===== config.mk =====
export PLATFORM = sky130hd
export DESIGN_NAME = bpf
export DESIGN_NICKNAME = d
export VERILOG_FILES = /design/src/hdl/bpu_pkg.sv /design/src/hdl/bpf.sv
export VERILOG_INCLUDE_DIRS = /design/src /design/src/include
export SDC_FILE = /design/constraint.sdc
export NUM_CORES = 1
export LEC_CHECK = 0
export ABC_AREA = 1
export BUFFER_PORTS_ARGS = -buffer_cell sky130_fd_sc_hd__buf_2
export CORE_MARGIN = 2
export CORE_UTILIZATION = 53
export DETAILED_ROUTE_END_ITERATION = 7
export PLACE_DENSITY_LB_ADDON = 0.3
export SLEW_MARGIN = 10
export SYNTH_ARGS = -nofsm -noshare
export SYNTH_HDL_FRONTEND = slang
export SYNTH_SLANG_ARGS = --single-unit

===== constraint.sdc =====
create_clock -name vclk -period 4
set_input_delay 0.2 -clock vclk [all_inputs]
set_output_delay 0.2 -clock vclk [all_outputs]
set_load 0.01 [all_outputs]

===== src/include/bpu_params.svh =====
// branch predictor sizing
// table depths and field widths shared by the predictor and the feedback block

`ifndef BPU_PARAMS_SVH
`define BPU_PARAMS_SVH

// local history table index, 256 entries
`define BPU_LPHT_ADDR_WIDTH 8

// local history bits per entry, also the pattern table index
`define BPU_LPHR_WIDTH 4

// btb index, 64 entries
`define BPU_BTB_ADDR_WIDTH 6

// btb tag bits above the index
`define BPU_BTB_TAG_WIDTH 8

// log2 of the return stack depth
`define BPU_RAS_DEPTH_LOG 3

`endif


===== src/hdl/bpu_pkg.sv =====
// branch prediction types
// decode view, instruction field views and the records passed fetch to execute

`default_nettype none

`include "bpu_params.svh"

package bpu_pkg;

	// branch class from the decoder
	typedef enum logic [1:0] {
		branch_invalid,
		branch_condition,
		branch_immediate,
		branch_indirect
	} branch_type_t;

	// compare kind of a conditional branch, rj against rd
	typedef enum logic [2:0] {
		cmp_eq,
		cmp_ne,
		cmp_lt,
		cmp_ge,
		cmp_ltu,
		cmp_geu,
		cmp_le,
		cmp_gt
	} cmp_type_t;

	// kind stored in the btb, picks the target source
	typedef enum logic [1:0] {
		kind_pc_relative,
		kind_absolute,
		kind_call,
		kind_return
	} br_kind_t;

	// ------------------------------------------------------------
	// 26-bit instruction field
	// ------------------------------------------------------------

	// offset view, lo holds the upper part of a 26-bit offset
	typedef struct packed {
		logic [15:0] hi;
		logic [9:0]  lo;
	} offs_field_t;

	// register view
	typedef struct packed {
		logic [15:0] upper;
		logic [4:0]  rj;
		logic [4:0]  rd;
	} reg_field_t;

	typedef union packed {
		offs_field_t offs;
		reg_field_t  regs;
	} inst_field_u;

	// decoded instruction, 33 bits
	typedef struct packed {
		logic         valid;
		branch_type_t branch_type;
		cmp_type_t    cmp_type;
		logic         branch_link;
		inst_field_u  field;
	} decode_info_t;

	// ------------------------------------------------------------
	// prediction and update records
	// ------------------------------------------------------------

	// npc is a word address
	typedef struct packed {
		logic [29:0]                   npc;
		logic                          taken;
		logic                          fsc;
		logic [`BPU_LPHR_WIDTH-1:0]    lphr;
		logic [`BPU_RAS_DEPTH_LOG-1:0] ras_ptr;
		br_kind_t                      br_type;
	} bpu_predict_t;

	// ras_redirect: 2 repairs a call, 1 repairs a return or restores the pointer
	typedef struct packed {
		logic                            flush;
		logic                            br_taken;
		logic [29:0]                     pc;
		logic [31:0]                     br_target;
		logic                            btb_update;
		logic                            lpht_update;
		br_kind_t                        br_type;
		logic [`BPU_LPHR_WIDTH-1:0]      lphr;
		logic [`BPU_LPHT_ADDR_WIDTH-1:0] lphr_index;
		logic [`BPU_RAS_DEPTH_LOG-1:0]   ras_ptr;
		logic [1:0]                      ras_redirect;
	} bpu_update_t;

endpackage : bpu_pkg

`default_nettype wire


===== src/hdl/bpf.sv =====
// branch feedback in execute
// resolves one branch, checks it against its prediction, builds the update record

`timescale 1ns/1ps
`default_nettype none

`include "bpu_params.svh"

module bpf (
	input  logic                  clk,
	input  logic                  rst_i,
	input  logic                  csr_flush_i,
	input  logic                  stall_i,
	input  logic [31:0]           pc_i,
	input  logic [31:0]           rj_i,
	input  logic [31:0]           rd_i,
	input  logic [31:0]           csr_target_i,
	input  bpu_pkg::decode_info_t decode_i,
	input  bpu_pkg::bpu_predict_t predict_i,
	output bpu_pkg::bpu_update_t  update_o,
	output logic [31:0]           link_pc_o
);
	import bpu_pkg::*;

	logic        br_valid;
	logic        taken;
	logic [31:0] offs_26;
	logic [31:0] offs_16;
	logic [31:0] next_pair;
	logic [31:0] target;
	logic        predict_taken;
	logic        miss_flush;
	br_kind_t    kind;
	logic [1:0]  redirect;

	assign br_valid = decode_i.valid & (decode_i.branch_type != branch_invalid);

	// sign extended word offsets
	assign offs_26 = {{4{decode_i.field.offs.lo[9]}}, decode_i.field.offs.lo,
		decode_i.field.offs.hi, 2'b00};
	assign offs_16 = {{14{decode_i.field.offs.hi[15]}}, decode_i.field.offs.hi, 2'b00};
	assign next_pair = {pc_i[31:3] + 29'd1, 3'b000};

	// ------------------------------------------------------------
	// direction and target
	// ------------------------------------------------------------
	always_comb begin
		taken = 1'b0;
		if (decode_i.branch_type == branch_condition) begin
			case (decode_i.cmp_type)
				cmp_eq:  taken = rj_i == rd_i;
				cmp_ne:  taken = rj_i != rd_i;
				cmp_lt:  taken = $signed(rj_i) < $signed(rd_i);
				cmp_ge:  taken = $signed(rj_i) >= $signed(rd_i);
				cmp_ltu: taken = rj_i < rd_i;
				cmp_geu: taken = rj_i >= rd_i;
				cmp_le:  taken = $signed(rj_i) <= $signed(rd_i);
				cmp_gt:  taken = $signed(rj_i) > $signed(rd_i);
				default: taken = 1'b0;
			endcase
		end else if (decode_i.branch_type != branch_invalid) begin
			taken = 1'b1;
		end
	end

	always_comb begin
		case (decode_i.branch_type)
			branch_immediate: target = pc_i + offs_26;
			branch_indirect:  target = rj_i + offs_16;
			branch_condition: target = taken ? pc_i + offs_16 : next_pair;
			default:          target = next_pair;
		endcase
	end

	// prediction only counts for the slot it was made for
	assign predict_taken = (predict_i.fsc == pc_i[2]) ? predict_i.taken : 1'b0;

	// direction miss, or wrong target on a taken prediction
	assign miss_flush = br_valid & ~stall_i & ((predict_taken != taken)
		| (predict_i.taken & ({predict_i.npc, 2'b00} != target)));

	assign link_pc_o = pc_i + 32'd4;

	// ------------------------------------------------------------
	// branch kind and ras repair
	// ------------------------------------------------------------
	always_comb begin
		if ((decode_i.branch_type == branch_indirect && decode_i.field.regs.rd == 5'd1)
			|| decode_i.branch_link) begin
			kind = kind_call;
		end else if (decode_i.branch_type == branch_indirect
			&& decode_i.field.regs.rj == 5'd1 && decode_i.field.offs.hi == 16'd0) begin
			kind = kind_return;
		end else if (decode_i.branch_type == branch_immediate
			|| decode_i.branch_type == branch_indirect) begin
			kind = kind_absolute;
		end else begin
			kind = kind_pc_relative;
		end
	end

	always_comb begin
		if (stall_i || !br_valid) begin
			redirect = 2'd0;
		end else if (kind == kind_call && predict_i.br_type != kind_call) begin
			redirect = 2'd2;
		end else if (kind == kind_return && predict_i.br_type != kind_return) begin
			redirect = 2'd1;
		end else begin
			// any other miss just restores the pointer
			redirect = {1'b0, miss_flush};
		end
	end

	// update record
	always_comb begin
		update_o.flush = miss_flush | csr_flush_i;
		update_o.br_taken = taken;
		update_o.pc = pc_i[31:2];
		if (csr_flush_i) begin
			update_o.br_target = csr_target_i;
		end else if (!pc_i[2] && !taken && predict_i.taken) begin
			// falsely taken slot 0, refetch slot 1
			update_o.br_target = pc_i + 32'd4;
		end else begin
			update_o.br_target = target;
		end
		update_o.btb_update = br_valid & ~stall_i;
		update_o.lpht_update = br_valid & ~stall_i;
		update_o.br_type = kind;
		update_o.lphr = predict_i.lphr;
		update_o.lphr_index = pc_i[`BPU_LPHT_ADDR_WIDTH+1:2];
		case (kind)
			kind_call:   update_o.ras_ptr = predict_i.ras_ptr + 1'b1;
			kind_return: update_o.ras_ptr = predict_i.ras_ptr - 1'b1;
			default:     update_o.ras_ptr = predict_i.ras_ptr;
		endcase
		update_o.ras_redirect = redirect;
	end

	// held instruction must not redirect fetch, only the csr unit may
	a_no_flush_in_stall: assert property (@(posedge clk) disable iff (rst_i)
		(stall_i && !csr_flush_i) |-> !update_o.flush);

	// decoder contract on bubbles
	a_bubble_invalid: assert property (@(posedge clk) disable iff (rst_i)
		!decode_i.valid |-> decode_i.branch_type == branch_invalid);

endmodule : bpf

`default_nettype wire


==> key figures, run 1 <==
STA
  • Min Tclk post-route: around 3.8 ns
  • Final hold vios: 0
  • Fin. max-slew vios: 0
  • Tcrit/Tclk final: 95.2%
  • Achievable Freq: about 260 MHz
  • Worst Tran Pin Value: 0.793 ns
  • Setup tns final: 0 ns
  • Worst setup margin: 0.193 ns
  • Final setup fails: 0
  • Worst hold margin: ~0.40 ns
  • Relative slew slack: around 47%

Global route
  • Remaining global-route overflow: 0
  • Initial antenna violation count: 0
  • First-pass GRT wire length: 58000 um
  • Number of global-route vias before repair: about 11k
  • Largest net degree at the start of global routing: 30
  • Global Route Usage Sum: around 40%

Worst setup path
  • Crit-path cells: buf_2 > ha_1 > nand3_1 > nand3_1 > a21oi_2 > o21ai_2 > buf_4 > a21oi_1 > o21ai_0 > o21ai_0 > o21ai_1 > inv_1 > nand3_1 > nand2_1 > nand3_1 > nor2_1 > nand2_1 > nor2_4 > nand2_1 > nand2_1 > nand2_1 > nand2_1 > nand2_1 > buf_2
  • Crit-path max cell delay: 0.38 ns
  • CP delay by family, top: compound AO/OA/AOI/OAI gates
  • Worst Path Max Fanout: 6
  • Worst path buffer plus inverter count: 4
  • Element type at the critical path end: output pin
  • Top cell by count, worst path: nand2_1
  • Worst Path Required: between 3 and 4 ns
  • Critical path type: in -> out
  • Crit path arrival time: 3.61 ns
  • Slowest CP cell: a21oi_1
  • Startpoint Class: input pin

Floorplan
  • Full die area: 18000 um^2
  • Boundary pin count: 323
  • # rows: 47
  • Initial Utilization: a little over half
  • Total core area: around 17000 um^2
  • Die height: 134 um
  • Die Span X: approximately 130 um

Layout
  • Seq cells: 0
  • Commonest non-fill, non-tap cell in the layout: nand2_1
  • Area grow syn2layout: 23.3%
  • Reg area: 0 um^2
  • Fraction of layout cells with a size suffix above 1: 22.7%
  • Clock buffers: 0
  • Inserted Diodes: 0
  • Final Core Density: ~67%
  • Most frequent cells in the layout: nand2_1 (457), buf_2 (313), inv_1 (228)
  • Layout Nets: 2311
  • Non-Filler Instances: about 2.2k

Route
  • Routed vias: between 10k and 15k
  • Routed WL: between 30000 and 40000 um
  • # DRC: 0
  • DR iter-0 viols: 1098
  • Drt via density: between 5 and 6
  • Drt wl/cell: 17.3 um
  • 1st-pass router iterations: 5
  • Routed Antenna Nets: 0

Power and ir drop
  • Power Density: 157 nW/um^2
  • VDD IR max: 0.0000884 V
  • Leak: 6.28 nW

Placed design
  • Placed insts: 2203
  • Setup slack at placement: 0.118 ns
  • RePlAce Congestion: 1.02
  • Placed wire-length estimate: 32800 um
  • Port bufs: 313

Min path
  • HP Class: in -> out
  • Min-delay src: predict_i[6]
  • Hold path depth: 0
  • End of the worst hold path: update_o[14]

Logic synthesis
  • Synthesized Nets: 2003
  • Cell variety after synth: between 50 and 60
  • Multiplexer share of the synthesized area: 0%
  • Largest family of logic cells by synthesized area: simple AND/OR/NAND/NOR gates
  • Synth Area in XOR/XNOR: about 8.1%
  • Post-synthesis compound-gate area fraction: roughly a fifth
  • Yosys warning total: 0
  • Simple-gate share of the synthesized area: 40.1%
  • Seq/Total Area, Yosys: 0%
  • Synth Area in Adders: 15.3%
  • Mapped Cells: 1689
  • Synth Cell Area: 8980 um^2
  • Mapped Avg Cell Area: 5.32 um^2

Job
  • Max-Cap Viols: 0

Clock tree
  • Cts hold-fix bufs: 0

Status
  • Outcome: completed
## routing by layer
metal	wire length (um)	global-route usage [%]	vias to the layer above
met3	3280	3.21	116
met2	17600	68.3	673
met5	0	0	-
met4	1770	15.8	0
li1	-	-	6159
met1	15700	52.4	5645
## through the flow
stage / cell area (um^2) / power [W]
2_1_floorplan: 8980 / 0.00104
3_3_place_gp: 10800 / 0.00159
3_5_place_dp: 10800 / 0.00162
4_1_cts: 10800 / 0.00163
5_1_grt: 11100 / 0.00190
6_report: 11100 / 0.00174
## report_power, final
group          total, W  switching [W]  internal, W
Clock                 0              0            0
Combinational   0.00174        0.00108     0.000653
Sequential            0              0            0
## synth_stat cells (5+ instances only)
master | n | area [um^2]
nand3_1 | 116 | 581
buf_4 | 46 | 345
nor3_1 | 31 | 155
xor2_1 | 61 | 534
nand2_1 | 462 | 1730
or2_2 | 9 | 56.3
nor4_1 | 10 | 62.6
inv_1 | 229 | 860
a21oi_1 | 146 | 731
nand4_1 | 25 | 156
o21ai_1 | 8 | 40.0
a21o_1 | 16 | 120
o21bai_1 | 5 | 37.5
clkbuf_1 | 21 | 78.8
ha_1 | 105 | 1310
nand3b_1 | 13 | 97.6
xnor2_1 | 22 | 193
a31oi_1 | 10 | 62.6
o21ai_0 | 129 | 646
a211oi_1 | 5 | 37.5
nor2_1 | 154 | 578
## how the worst max path moves through the flow
stage | start | cells after the start | end
2_1_floorplan | pc_i[2] | 24 | update_o[84]
3_3_place_gp | decode_i[10] | 28 | update_o[84]
3_5_place_dp | rj_i[3] | 32 | update_o[84]
4_1_cts | rj_i[3] | 32 | update_o[84]
5_1_grt | rj_i[1] | 34 | update_o[84]
6_report | pc_i[4] | 24 | update_o[84]
## kinds of logic (layout without fill, tap and decap cells)
group | count (synthesis) | in the layout
fa+ha+maj | 108 | 108
compound gates | 347 | 347
simple gates | 840 | 840
buf+inv | 311 | 617
xor+xnor | 83 | 83
## what timing repair did
action / CTS / global route
setup buffers: 0 / 11
setup endpoints to repair: 0 / 9
gates resized for setup: 0 / 45
## layout make-up
class,count,area [um^2]
fill,1707,5510
inverter,235,882
timing repair buffer,382,2140
multi-input combinational,1378,7770
tap,220,275
No activity file was read; power rests on OpenSTA's default activity.
==> run 2: changes to the inputs <==
- BUFFER_PORTS_ARGS: -buffer_cell sky130_fd_sc_hd__buf_2 -> -buffer_cell sky130_fd_sc_hd__buf_4
==> run 2 against run 1 <==
  * Critical path depth rose by 2
  * Wire length increased by 2.8%
  * Non-clock buffer count decreased by 16
  * Power increased by 6.3%
  * Critical path type unchanged
  * Highest routed layer unchanged
==> key figures, run 2 (synthesis gave the netlist of run 1 again) <==
Worst setup path
  • Slowest CP cell: nor2_1
  • Crit-path max cell delay: ~0.29 ns
  • Crit path arrival time: 3.65 ns
  • Worst path buffer plus inverter count: 5
  • Startpoint Class: input pin
  • Worst Path Max Fanout: 16
  • Worst Path Required: 3.80 ns
  • CP delay by family, top: simple AND/OR/NAND/NOR gates
  • Critical path type: in -> out
  • Element type at the critical path end: output pin
  • Top cell by count, worst path: nand2_1

STA
  • Final hold vios: 0
  • Worst Tran Pin Value: 0.854 ns
  • Fin. max-slew vios: 0
  • Relative slew slack: a little over two fifths
  • Achievable Freq: 260 MHz
  • Final setup fails: 0
  • Min Tclk post-route: 3.85 ns
  • Tcrit/Tclk final: a little over nine tenths

Layout
  • Inserted Diodes: 0
  • Fraction of layout cells with a size suffix above 1: 22.3%
  • Most frequent cells in the layout: nand2_1 (452), buf_4 (358), inv_1 (229)
  • Seq cells: 0
  • Layout Nets: around 2.3k
  • Reg area: 0 um^2
  • FILL cells: 1510
  • Area grow syn2layout: 31.3%
  • Clock buffers: 0
  • Post-layout instance area: ~12000 um^2
  • Commonest non-fill, non-tap cell in the layout: nand2_1

Route
  • Routed vias: 12.7k
  • Routed WL: 39500 um
  • Drt wl/cell: ~18 um
  • Routed Antenna Nets: 0
  • 1st-pass router iterations: 6
  • Drt via density: roughly 5.8
  • DR iter-0 viols: 1174
  • # DRC: 0

Global route
  • Global Route Usage Sum: approximately 40%
  • Largest net degree at the start of global routing: between 50 and 60
  • Initial antenna violation count: 1
  • Number of global-route vias before repair: about 12k
  • First-pass GRT wire length: 58600 um
  • Remaining global-route overflow: 0

Placed design
  • Port bufs: approximately 310
  • Placed wire-length estimate: approximately 33000 um
  • RePlAce Congestion: 1.02
  • Placement Cell Area: around 11000 um^2

Job
  • Max-Cap Viols: 0

Min path
  • HP Class: in -> out
  • Hold path depth: 0
  • End of the worst hold path: update_o[14]
  • Min-delay src: predict_i[6]

Status
  • Outcome: completed

Floorplan
  • Full die area: 18000 um^2
  • Initial Utilization: 54.2%
  • Total core area: between 15000 and 20000 um^2
  • Die height: 134 um
  • Boundary pin count: between 300 and 400
  • Die Span X: around 130 um
  • # rows: 47

Power and ir drop
  • VDD IR max: roughly 0.000095 V
  • Power Density: 156 nW/um^2
  • Leak: 6.46 nW
  • Pwr Total: about 0.0018 W
==> run 2: cell count changes in the layout (fill, tap and decap cells not counted), sizes merged <==
cell    previous run  this run
buf              381       364
clkbuf             1         2
==> run 2: where the power goes <==
group	total, W	internal (W)	leakage [nW]	switching [W]
clock network	0	0	0	0
registers	0	0	0	0
logic	0.00184	0.000746	6.46	0.00110
==> run 2: layout make-up <==
cell class	count	area, um^2	share of cell area [%]
well taps	220	275	2.33
repair buffers	366	2820	23.9
multi-input cells	1378	7820	66.3
inverters	235	882	7.48
==> run 2: how the worst max path moves through the flow <==
stage | from | endpoint | cells past startpoint
floorplan | pc_i[2] | update_o[84] | 24
global placement | decode_i[10] | update_o[84] | 28
detailed placement | decode_i[10] | update_o[84] | 28
CTS | decode_i[10] | update_o[84] | 28
global route | rj_i[1] | update_o[84] | 34
finish | rd_i[7] | update_o[84] | 26
==> run 2: routing by layer <==
metal	vias up	global-route usage, %	part of all wire, %
li1	6131	-	-
met1	5691	51.6	39
met2	780	70.2	46
met3	130	5.14	10
met4	0	14.0	4.3
met5	-	0	0
==> run 2: what timing repair did <==
action                                  4_1_cts  5_1_grt
hold buffers                                  0        0
buffers inserted                              0        6
gates resized for setup                       0       52
endpoints found under the setup margin        0        2
==> run 2: per-stage QoR <==
step	instances	TNS [ns]	setup slack, ns	util [%]	hold slack (ns)
2_1_floorplan	1689	0	1.02	-	0.472
3_3_place_gp	2191	0	0.209	69.2	0.400
3_5_place_dp	2191	0	0.154	69.2	0.400
4_1_cts	2191	0	0.143	69.2	0.400
5_1_grt	2199	-0.00575	-0.00575	71.1	0.400
6_report	2199	0	0.147	71.1	0.400
