## config.mk

```make
export PLATFORM = sky130hd
export DESIGN_NAME = bpu
export DESIGN_NICKNAME = d
export VERILOG_FILES = /design/src/hdl/bpu_pkg.sv /design/src/hdl/bpu.sv /design/src/hdl/bpu_btb.sv /design/src/hdl/bpu_lpht.sv /design/src/hdl/bpu_ras.sv
export VERILOG_INCLUDE_DIRS = /design/src /design/src/include
export SDC_FILE = /design/constraint.sdc
export NUM_CORES = 2
export LEC_CHECK = 0
export BUFFER_PORTS_ARGS = -buffer_cell sky130_fd_sc_hd__buf_2
export CORE_AREA = 2 2 748 750
export DETAILED_ROUTE_END_ITERATION = 10
export DIE_AREA = 0 0 750 752
export PLACE_DENSITY_LB_ADDON = 0.15
export SYNTH_ARGS = -nofsm -noshare
export SYNTH_HDL_FRONTEND = slang
export SYNTH_SLANG_ARGS = --single-unit
```

## constraint.sdc

```tcl
create_clock -name clk -period 12.65 [get_ports clk]
set_input_delay 1.8975 -clock clk [delete_from_list [all_inputs] [get_ports clk]]
set_output_delay 1.8975 -clock clk [all_outputs]
set_load 0.02 [all_outputs]
```

## src/include/bpu_params.svh

```systemverilog
// branch predictor sizing
// table depths and field widths shared by the predictor and the feedback block

`ifndef BPU_PARAMS_SVH
`define BPU_PARAMS_SVH

// local history table index, 256 entries
`define BPU_LPHT_ADDR_WIDTH 8

// local history bits per entry, also the pattern table index
`define BPU_LPHR_WIDTH 4

// btb index, 64 entries
`define BPU_BTB_ADDR_WIDTH 6

// btb tag bits above the index
`define BPU_BTB_TAG_WIDTH 8

// log2 of the return stack depth
`define BPU_RAS_DEPTH_LOG 3

`endif

```

## src/hdl/bpu_pkg.sv

```systemverilog
// branch prediction types
// decode view, instruction field views and the records passed fetch to execute

`default_nettype none

`include "bpu_params.svh"

package bpu_pkg;

	// branch class from the decoder
	typedef enum logic [1:0] {
		branch_invalid,
		branch_condition,
		branch_immediate,
		branch_indirect
	} branch_type_t;

	// compare kind of a conditional branch, rj against rd
	typedef enum logic [2:0] {
		cmp_eq,
		cmp_ne,
		cmp_lt,
		cmp_ge,
		cmp_ltu,
		cmp_geu,
		cmp_le,
		cmp_gt
	} cmp_type_t;

	// kind stored in the btb, picks the target source
	typedef enum logic [1:0] {
		kind_pc_relative,
		kind_absolute,
		kind_call,
		kind_return
	} br_kind_t;

	// ------------------------------------------------------------
	// 26-bit instruction field
	// ------------------------------------------------------------

	// offset view, lo holds the upper part of a 26-bit offset
	typedef struct packed {
		logic [15:0] hi;
		logic [9:0]  lo;
	} offs_field_t;

	// register view
	typedef struct packed {
		logic [15:0] upper;
		logic [4:0]  rj;
		logic [4:0]  rd;
	} reg_field_t;

	typedef union packed {
		offs_field_t offs;
		reg_field_t  regs;
	} inst_field_u;

	// decoded instruction, 33 bits
	typedef struct packed {
		logic         valid;
		branch_type_t branch_type;
		cmp_type_t    cmp_type;
		logic         branch_link;
		inst_field_u  field;
	} decode_info_t;

	// ------------------------------------------------------------
	// prediction and update records
	// ------------------------------------------------------------

	// npc is a word address
	typedef struct packed {
		logic [29:0]                   npc;
		logic                          taken;
		logic                          fsc;
		logic [`BPU_LPHR_WIDTH-1:0]    lphr;
		logic [`BPU_RAS_DEPTH_LOG-1:0] ras_ptr;
		br_kind_t                      br_type;
	} bpu_predict_t;

	// ras_redirect: 2 repairs a call, 1 repairs a return or restores the pointer
	typedef struct packed {
		logic                            flush;
		logic                            br_taken;
		logic [29:0]                     pc;
		logic [31:0]                     br_target;
		logic                            btb_update;
		logic                            lpht_update;
		br_kind_t                        br_type;
		logic [`BPU_LPHR_WIDTH-1:0]      lphr;
		logic [`BPU_LPHT_ADDR_WIDTH-1:0] lphr_index;
		logic [`BPU_RAS_DEPTH_LOG-1:0]   ras_ptr;
		logic [1:0]                      ras_redirect;
	} bpu_update_t;

endpackage : bpu_pkg

`default_nettype wire

```

## src/hdl/bpu.sv

```systemverilog
// branch predictor
// merges btb, local history and return stack into one prediction per fetch pair

`timescale 1ns/1ps
`default_nettype none

`include "bpu_params.svh"

module bpu (
	input  logic                  clk,
	input  logic                  rst_i,
	input  logic [31:0]           fetch_pc_i,
	input  bpu_pkg::bpu_update_t  update_i,
	output bpu_pkg::bpu_predict_t predict_o
);
	import bpu_pkg::*;

	logic                          btb_hit;
	logic [29:0]                   btb_target;
	logic                          btb_fsc;
	br_kind_t                      btb_kind;
	logic [29:0]                   slot_pc;
	logic [`BPU_LPHR_WIDTH-1:0]    lphr;
	logic                          counter_taken;
	logic                          ras_push;
	logic                          ras_pop;
	logic [29:0]                   ras_top;
	logic [`BPU_RAS_DEPTH_LOG-1:0] ras_ptr;
	logic [29:0]                   next_pair;
	logic                          pred_taken;

	// word address of the branch slot named by the btb, slot 0 on a miss
	assign slot_pc = {fetch_pc_i[31:3], btb_hit & btb_fsc};
	assign next_pair = {fetch_pc_i[31:3] + 29'd1, 1'b0};

	bpu_btb btb0 (
		.clk         (clk),
		.rst_i       (rst_i),
		.lookup_pc_i (fetch_pc_i[31:2]),
		.hit_o       (btb_hit),
		.target_o    (btb_target),
		.fsc_o       (btb_fsc),
		.kind_o      (btb_kind),
		.update_i    (update_i)
	);

	bpu_lpht lpht0 (
		.clk             (clk),
		.rst_i           (rst_i),
		.lookup_pc_i     (slot_pc),
		.lphr_o          (lphr),
		.counter_taken_o (counter_taken),
		.update_i        (update_i)
	);

	// calls push the return slot, returns pop
	assign ras_push = btb_hit & (btb_kind == kind_call);
	assign ras_pop = btb_hit & (btb_kind == kind_return);

	bpu_ras ras0 (
		.clk         (clk),
		.rst_i       (rst_i),
		.push_i      (ras_push),
		.push_addr_i (slot_pc + 30'd1),
		.pop_i       (ras_pop),
		.top_o       (ras_top),
		.ptr_o       (ras_ptr),
		.update_i    (update_i)
	);

	// ------------------------------------------------------------
	// prediction
	// ------------------------------------------------------------
	// jumps always taken, pc relative follows the counter
	assign pred_taken = btb_hit & ((btb_kind != kind_pc_relative) | counter_taken);

	always_comb begin
		predict_o.taken = pred_taken;
		predict_o.fsc = btb_hit & btb_fsc;
		predict_o.lphr = lphr;
		predict_o.ras_ptr = ras_ptr;
		predict_o.br_type = btb_hit ? btb_kind : kind_pc_relative;
		if (!pred_taken) begin
			predict_o.npc = next_pair;
		end else if (btb_kind == kind_return) begin
			predict_o.npc = ras_top;
		end else begin
			predict_o.npc = btb_target;
		end
	end

endmodule : bpu

`default_nettype wire

```

## src/hdl/bpu_btb.sv

```systemverilog
// branch target buffer
// direct mapped on the pair address, holds tag, target, slot and kind

`timescale 1ns/1ps
`default_nettype none

`include "bpu_params.svh"

module bpu_btb (
	input  logic                 clk,
	input  logic                 rst_i,
	input  logic [29:0]          lookup_pc_i,
	output logic                 hit_o,
	output logic [29:0]          target_o,
	output logic                 fsc_o,
	output bpu_pkg::br_kind_t    kind_o,
	input  bpu_pkg::bpu_update_t update_i
);
	import bpu_pkg::*;

	localparam int AW = `BPU_BTB_ADDR_WIDTH;
	localparam int TW = `BPU_BTB_TAG_WIDTH;
	localparam int DEPTH = 1 << AW;

	typedef struct packed {
		logic [TW-1:0] tag;
		logic [29:0]   target;
		logic          fsc;
		br_kind_t      kind;
	} btb_entry_t;

	logic [DEPTH-1:0] valid_q;
	btb_entry_t       entry_q [DEPTH];
	logic [AW-1:0]    rd_idx;
	logic [TW-1:0]    rd_tag;
	logic [AW-1:0]    wr_idx;
	btb_entry_t       rd_entry;
	btb_entry_t       wr_entry;
	logic             wr_en;

	// bit 0 of the word address is the slot, the pair starts at bit 1
	assign rd_idx = lookup_pc_i[AW:1];
	assign rd_tag = lookup_pc_i[AW+TW:AW+1];
	assign rd_entry = entry_q[rd_idx];

	assign hit_o = valid_q[rd_idx] && (rd_entry.tag == rd_tag);
	assign target_o = rd_entry.target;
	assign fsc_o = rd_entry.fsc;
	assign kind_o = rd_entry.kind;

	// only taken branches allocate
	assign wr_en = update_i.btb_update & update_i.br_taken;
	assign wr_idx = update_i.pc[AW:1];

	always_comb begin
		wr_entry.tag = update_i.pc[AW+TW:AW+1];
		wr_entry.target = update_i.br_target[31:2];
		wr_entry.fsc = update_i.pc[0];
		wr_entry.kind = update_i.br_type;
	end

	always_ff @(posedge clk) begin
		if (rst_i) begin
			valid_q <= '0;
		end else if (wr_en) begin
			valid_q[wr_idx] <= 1'b1;
		end
	end

	always_ff @(posedge clk) begin
		if (wr_en) begin
			entry_q[wr_idx] <= wr_entry;
		end
	end

endmodule : bpu_btb

`default_nettype wire

```

## src/hdl/bpu_lpht.sv

```systemverilog
// local history predictor
// per-pc history registers select 2-bit saturating counters

`timescale 1ns/1ps
`default_nettype none

`include "bpu_params.svh"

module bpu_lpht (
	input  logic                       clk,
	input  logic                       rst_i,
	input  logic [29:0]                lookup_pc_i,
	output logic [`BPU_LPHR_WIDTH-1:0] lphr_o,
	output logic                       counter_taken_o,
	input  bpu_pkg::bpu_update_t       update_i
);
	localparam int HW = `BPU_LPHR_WIDTH;
	localparam int LPHT_DEPTH = 1 << `BPU_LPHT_ADDR_WIDTH;
	localparam int PHT_DEPTH = 1 << HW;

	logic [HW-1:0]                   lphr_q [LPHT_DEPTH];
	logic [1:0]                      pht_q [PHT_DEPTH];
	logic [`BPU_LPHT_ADDR_WIDTH-1:0] rd_idx;
	logic [HW-1:0]                   rd_hist;
	logic [HW-1:0]                   hist_next;
	logic [1:0]                      cnt_cur;
	logic [1:0]                      cnt_next;

	// lookup
	assign rd_idx = lookup_pc_i[`BPU_LPHT_ADDR_WIDTH-1:0];
	assign rd_hist = lphr_q[rd_idx];
	assign lphr_o = rd_hist;
	assign counter_taken_o = pht_q[rd_hist][1];

	// shifted history, also picks the counter so the next lookup sees the training
	assign hist_next = {update_i.lphr[HW-2:0], update_i.br_taken};
	assign cnt_cur = pht_q[hist_next];

	always_comb begin
		cnt_next = cnt_cur;
		if (update_i.br_taken && cnt_cur != 2'd3) begin
			cnt_next = cnt_cur + 2'd1;
		end else if (!update_i.br_taken && cnt_cur != 2'd0) begin
			cnt_next = cnt_cur - 2'd1;
		end
	end

	always_ff @(posedge clk) begin
		if (rst_i) begin
			for (int i = 0; i < LPHT_DEPTH; i++) begin
				lphr_q[i] <= '0;
			end
		end else if (update_i.lpht_update) begin
			lphr_q[update_i.lphr_index] <= hist_next;
		end
	end

	// weakly not taken after reset
	always_ff @(posedge clk) begin
		if (rst_i) begin
			for (int i = 0; i < PHT_DEPTH; i++) begin
				pht_q[i] <= 2'b01;
			end
		end else if (update_i.lpht_update) begin
			pht_q[hist_next] <= cnt_next;
		end
	end

	// counters saturate, never wrap between 0 and 3
	a_cnt_range: assert property (@(posedge clk) disable iff (rst_i)
		update_i.lpht_update |=>
			!(pht_q[$past(hist_next)] == 2'd0 && $past(cnt_cur) == 2'd3)
			&& !(pht_q[$past(hist_next)] == 2'd3 && $past(cnt_cur) == 2'd0));

endmodule : bpu_lpht

`default_nettype wire

```

## src/hdl/bpu_ras.sv

```systemverilog
// return address stack
// circular, pointer restored from execute after a misprediction

`timescale 1ns/1ps
`default_nettype none

`include "bpu_params.svh"

module bpu_ras (
	input  logic                          clk,
	input  logic                          rst_i,
	input  logic                          push_i,
	input  logic [29:0]                   push_addr_i,
	input  logic                          pop_i,
	output logic [29:0]                   top_o,
	output logic [`BPU_RAS_DEPTH_LOG-1:0] ptr_o,
	input  bpu_pkg::bpu_update_t          update_i
);
	localparam int PW = `BPU_RAS_DEPTH_LOG;
	localparam int DEPTH = 1 << PW;

	logic [29:0]   stack_q [DEPTH];
	logic [PW-1:0] ptr_q;
	logic [PW-1:0] top_idx;
	logic [PW-1:0] repair_idx;

	// ptr is the next free slot
	assign top_idx = ptr_q - 1'b1;
	assign top_o = stack_q[top_idx];
	assign ptr_o = ptr_q;

	// repaired call sits just below the restored pointer
	assign repair_idx = update_i.ras_ptr - 1'b1;

	always_ff @(posedge clk) begin
		if (rst_i) begin
			ptr_q <= '0;
		end else if (update_i.ras_redirect != 2'd0) begin
			ptr_q <= update_i.ras_ptr;
		end else if (push_i) begin
			ptr_q <= ptr_q + 1'b1;
		end else if (pop_i) begin
			ptr_q <= ptr_q - 1'b1;
		end
	end

	always_ff @(posedge clk) begin
		if (update_i.ras_redirect == 2'd2) begin
			stack_q[repair_idx] <= update_i.pc + 30'd1;
		end else if (push_i && update_i.ras_redirect == 2'd0) begin
			stack_q[ptr_q] <= push_addr_i;
		end
	end

	// one btb hit cannot be both call and return
	a_push_pop: assert property (@(posedge clk) disable iff (rst_i)
		!(push_i && pop_i));

endmodule : bpu_ras

`default_nettype wire

```

==> reports/results.ini <==
[worst_setup_path]
path_max_fanout = 57
criticalPathCategory = primary input to output port
endpoint_kind = output port
reg2reg_depth = 21
critPathRequiredTime_ps = 10750
crit_top_cell = buf_12
critPathSlowestCell = o311ai_0
max_stage_delay_ps = 800
start_kind = primary input
cp.arrival_ps = 10480

[power_and_ir_drop]
power.internal_uw = 22500
peakVddDrop_v = 0.000130
pwr-share-comb_pct = 6.3
swShare_pct = 23.0
power_density_mw_per_mm2 = 153
seq_power_share_pct = 50.6
p_switching_uw = 6740
p_leak_uw = 0.0643
p_total_uw = 29300
power_frac_clock_pct = 43.1

[routing]
drt-initial-drc-count = 9510
drc = 0
vias = 90500
drt_pass1_iterations = 6
postRouteAntennaNets = 0
wl_um = 562000
wl_per_cell_um = 33.0
viasPerCell = 5.31

[outcome]
status = complete, no violations

[floorplan]
start_util_pct = 29.9
dieArea_sq_mm = 0.564
core_sq_mm = 0.556
die_h_um = 752
pin_count = 160
dieWidth_um = 750
rows = 274

[cells_and_area]
final_nets = 9322
fillers = 52300
layout-drive-gt1-share_pct = 25.1
area_growth_pct = 14.8
stdcell_count = 17000
finish.utilization_pct = 34.3

[clocking]
clockRootBuffer = clkbuf_16
insertion_delay_ps = 1070
cts_hold_buf = 0
tritoncts = yes
cts_buffers = 437
clock_sinks = 3987
cts_htree_levels = 5
path_clk_slew_ps = 60
cts_buffer_depth = 4

[synth]
synthArstFlopShare_pct = 0
netlist_instances = 9026
synth_area_sq_mm = 0.166
synth_edf_count = 3920
synth_flop_cell = edfxtp_1
syn_nets = 9152
synth.distinct_cells = 104
synth.yosys.warnings = 0
ys_ff_latch = 3987
postSynthAreaPerCell_sq_um = 18.4
yosysSeqAreaShare_pct = 71.6

[global_routing]
grt_pass1_vias = 92300
grt_overflow = 0
grt_antenna_before_repair = 64
grt_use_total_pct = 19.5
grt_max_degree = 171
grt_pass1_wl_um = 772000

[timing]
finalSetupViolations = 0
hold_viol = 0
fmax_mhz = 80.8
slew-limit-headroom_pct = 14.4
slew_viol_final = 0
fin_crit_sh_pct = 97.8
tns_ps = 0
finalClockSkew_ps = 146
tightest_slew_ps = 1280
fin_crit_ps = 12370
setup_ws_ps = 277
rsz0062_at_grt = false

[place]
place_ws_ps = -78.0
dp_hpwl_um = 328000
io_buffers = 152
place.gp.congestion = 0.790
place_inst = 16200

[flow_run]
maxCapViolations = 0

[min_path]
hold_path_class = flip-flop to flip-flop
worstHoldPathCells = 2

-- cell families after synthesis --
group,count (synthesis),synth area share [%]
adders and majority gates,7,0.0527
xor gates and xnor gates,78,0.411
muxes,1332,15.7
AOI/OAI and AO/OA,711,3.15
buffers and inverters,844,2.32
and+or+nand+nor,2067,6.72
DFF,3987,71.6
-- state kept, by name (all words and copies together) (netlist names) --
| register | count |
|---|---|
| btb0.entry_q | 2624 |
| lpht0.lphr_q | 1024 |
| lpht0.pht_q | 32 |
| ras0.stack_q | 240 |
| ras0.ptr_o | 3 |
| btb0.valid_q | 64 |
-- synth_stat cells (34+ instances only) --
| cell type | number | area, sq um |
|---|---|---|
| clkbuf_1 | 584 | 2190 |
| a21oi_1 | 103 | 515 |
| nand2_1 | 317 | 1190 |
| dfxtp_1 | 67 | 1340 |
| xnor2_1 | 44 | 385 |
| nand3_1 | 114 | 571 |
| and2_1 | 100 | 626 |
| buf_1 | 68 | 255 |
| buf_4 | 35 | 263 |
| inv_1 | 41 | 154 |
| xor2_1 | 34 | 298 |
| edfxtp_1 | 3920 | 118000 |
| mux2_2 | 45 | 507 |
| nor2_1 | 336 | 1260 |
| nor3_1 | 56 | 280 |
| buf_6 | 34 | 383 |
| a21o_1 | 238 | 1790 |
| mux4_2 | 1017 | 22900 |
| buf_2 | 60 | 300 |
| mux2i_1 | 264 | 2640 |
| a22oi_1 | 37 | 278 |
| and3_1 | 970 | 6070 |
| o21ai_0 | 51 | 255 |
-- cell usage in the layout (no fill, tap or decap), drive strengths merged, types with 34 or more instances in the layout --
master / netlist / layout
xor2: 34 / 34
a21o: 238 / 238
buf: 212 / 527
a21oi: 103 / 103
bufinv: 0 / 36
o21ai: 57 / 57
clkinv: 3 / 218
a22oi: 39 / 39
and3: 970 / 970
nor2: 336 / 336
mux2i: 264 / 264
clkbuf: 586 / 535
and2: 100 / 100
mux4: 1019 / 1019
nand2: 318 / 318
inv: 43 / 51
nor3: 57 / 57
xnor2: 44 / 44
nand3: 114 / 114
dfxtp: 67 / 67
edfxtp: 3920 / 3920
mux2: 49 / 49
-- worst max-delay path: cells and delay by family --
kind                   cells  cell delay, ps
buffers and inverters     10            2660
multiplexers               3            1150
AND/OR/NAND/NOR            3             900
AO/OA/AOI/OAI             10            3550
-- worst paths after layout --
path                              from                   to  slack (ps)
hold / removal        btb0.valid_q[29]     btb0.valid_q[29]         470
setup / recovery         fetch_pc_i[3]        predict_o[17]         280
setup reg to reg  btb0.entry_q[30][37]  ras0.stack_q[2][27]        4290
hold reg to reg       btb0.valid_q[29]     btb0.valid_q[29]         470
-- per-layer routing --
metal / wire length [um] / track usage [%] / vias to the layer above
li1: - / - / 37100
met1: 237000 / 26.0 / 49800
met2: 281000 / 33.7 / 2870
met3: 29400 / 2.48 / 734
met4: 14900 / 4.87 / 12
met5: 86 / 0 / -
-- area by class of cell --
cell class,instances,area (sq um),area share (%)
Sequential cell,3987,119000,62.4
Multi-Input combinational cell,4195,44200,23.1
Clock buffer,533,11500,6.03
Clock inverter,270,2500,1.31
Tap cell,7452,9320,4.89
Timing Repair Buffer,529,4000,2.10
Antenna cell,23,57.6,0.0302
Inverter,46,209,0.109
-- power groups by stage --
stage / Clock [uW] / Sequential (uW) / Combinational, uW
CTS: 12900 / 14800 / 1880
global route: 13400 / 14800 / 1950
global placement: 0 / 15100 / 1860
detailed placement: 0 / 15100 / 1880
floorplan: 0 / 15000 / 1000
finish: 12600 / 14800 / 1850
-- metrics by stage --
stage | hold slack (ps) | area, sq um
final | 473 | 191000
after global routing | 492 | 191000
after CTS | 475 | 191000
after detailed placement | 460 | 177000
after global placement | 444 | 177000
after floorplan | 435 | 166000
-- timing repair --
action,CTS,global route
buffers inserted,2,0
gates cloned,0,1
setup endpoints to repair,2,12
resized for setup,0,2
(Power assumes the default switching activity.)
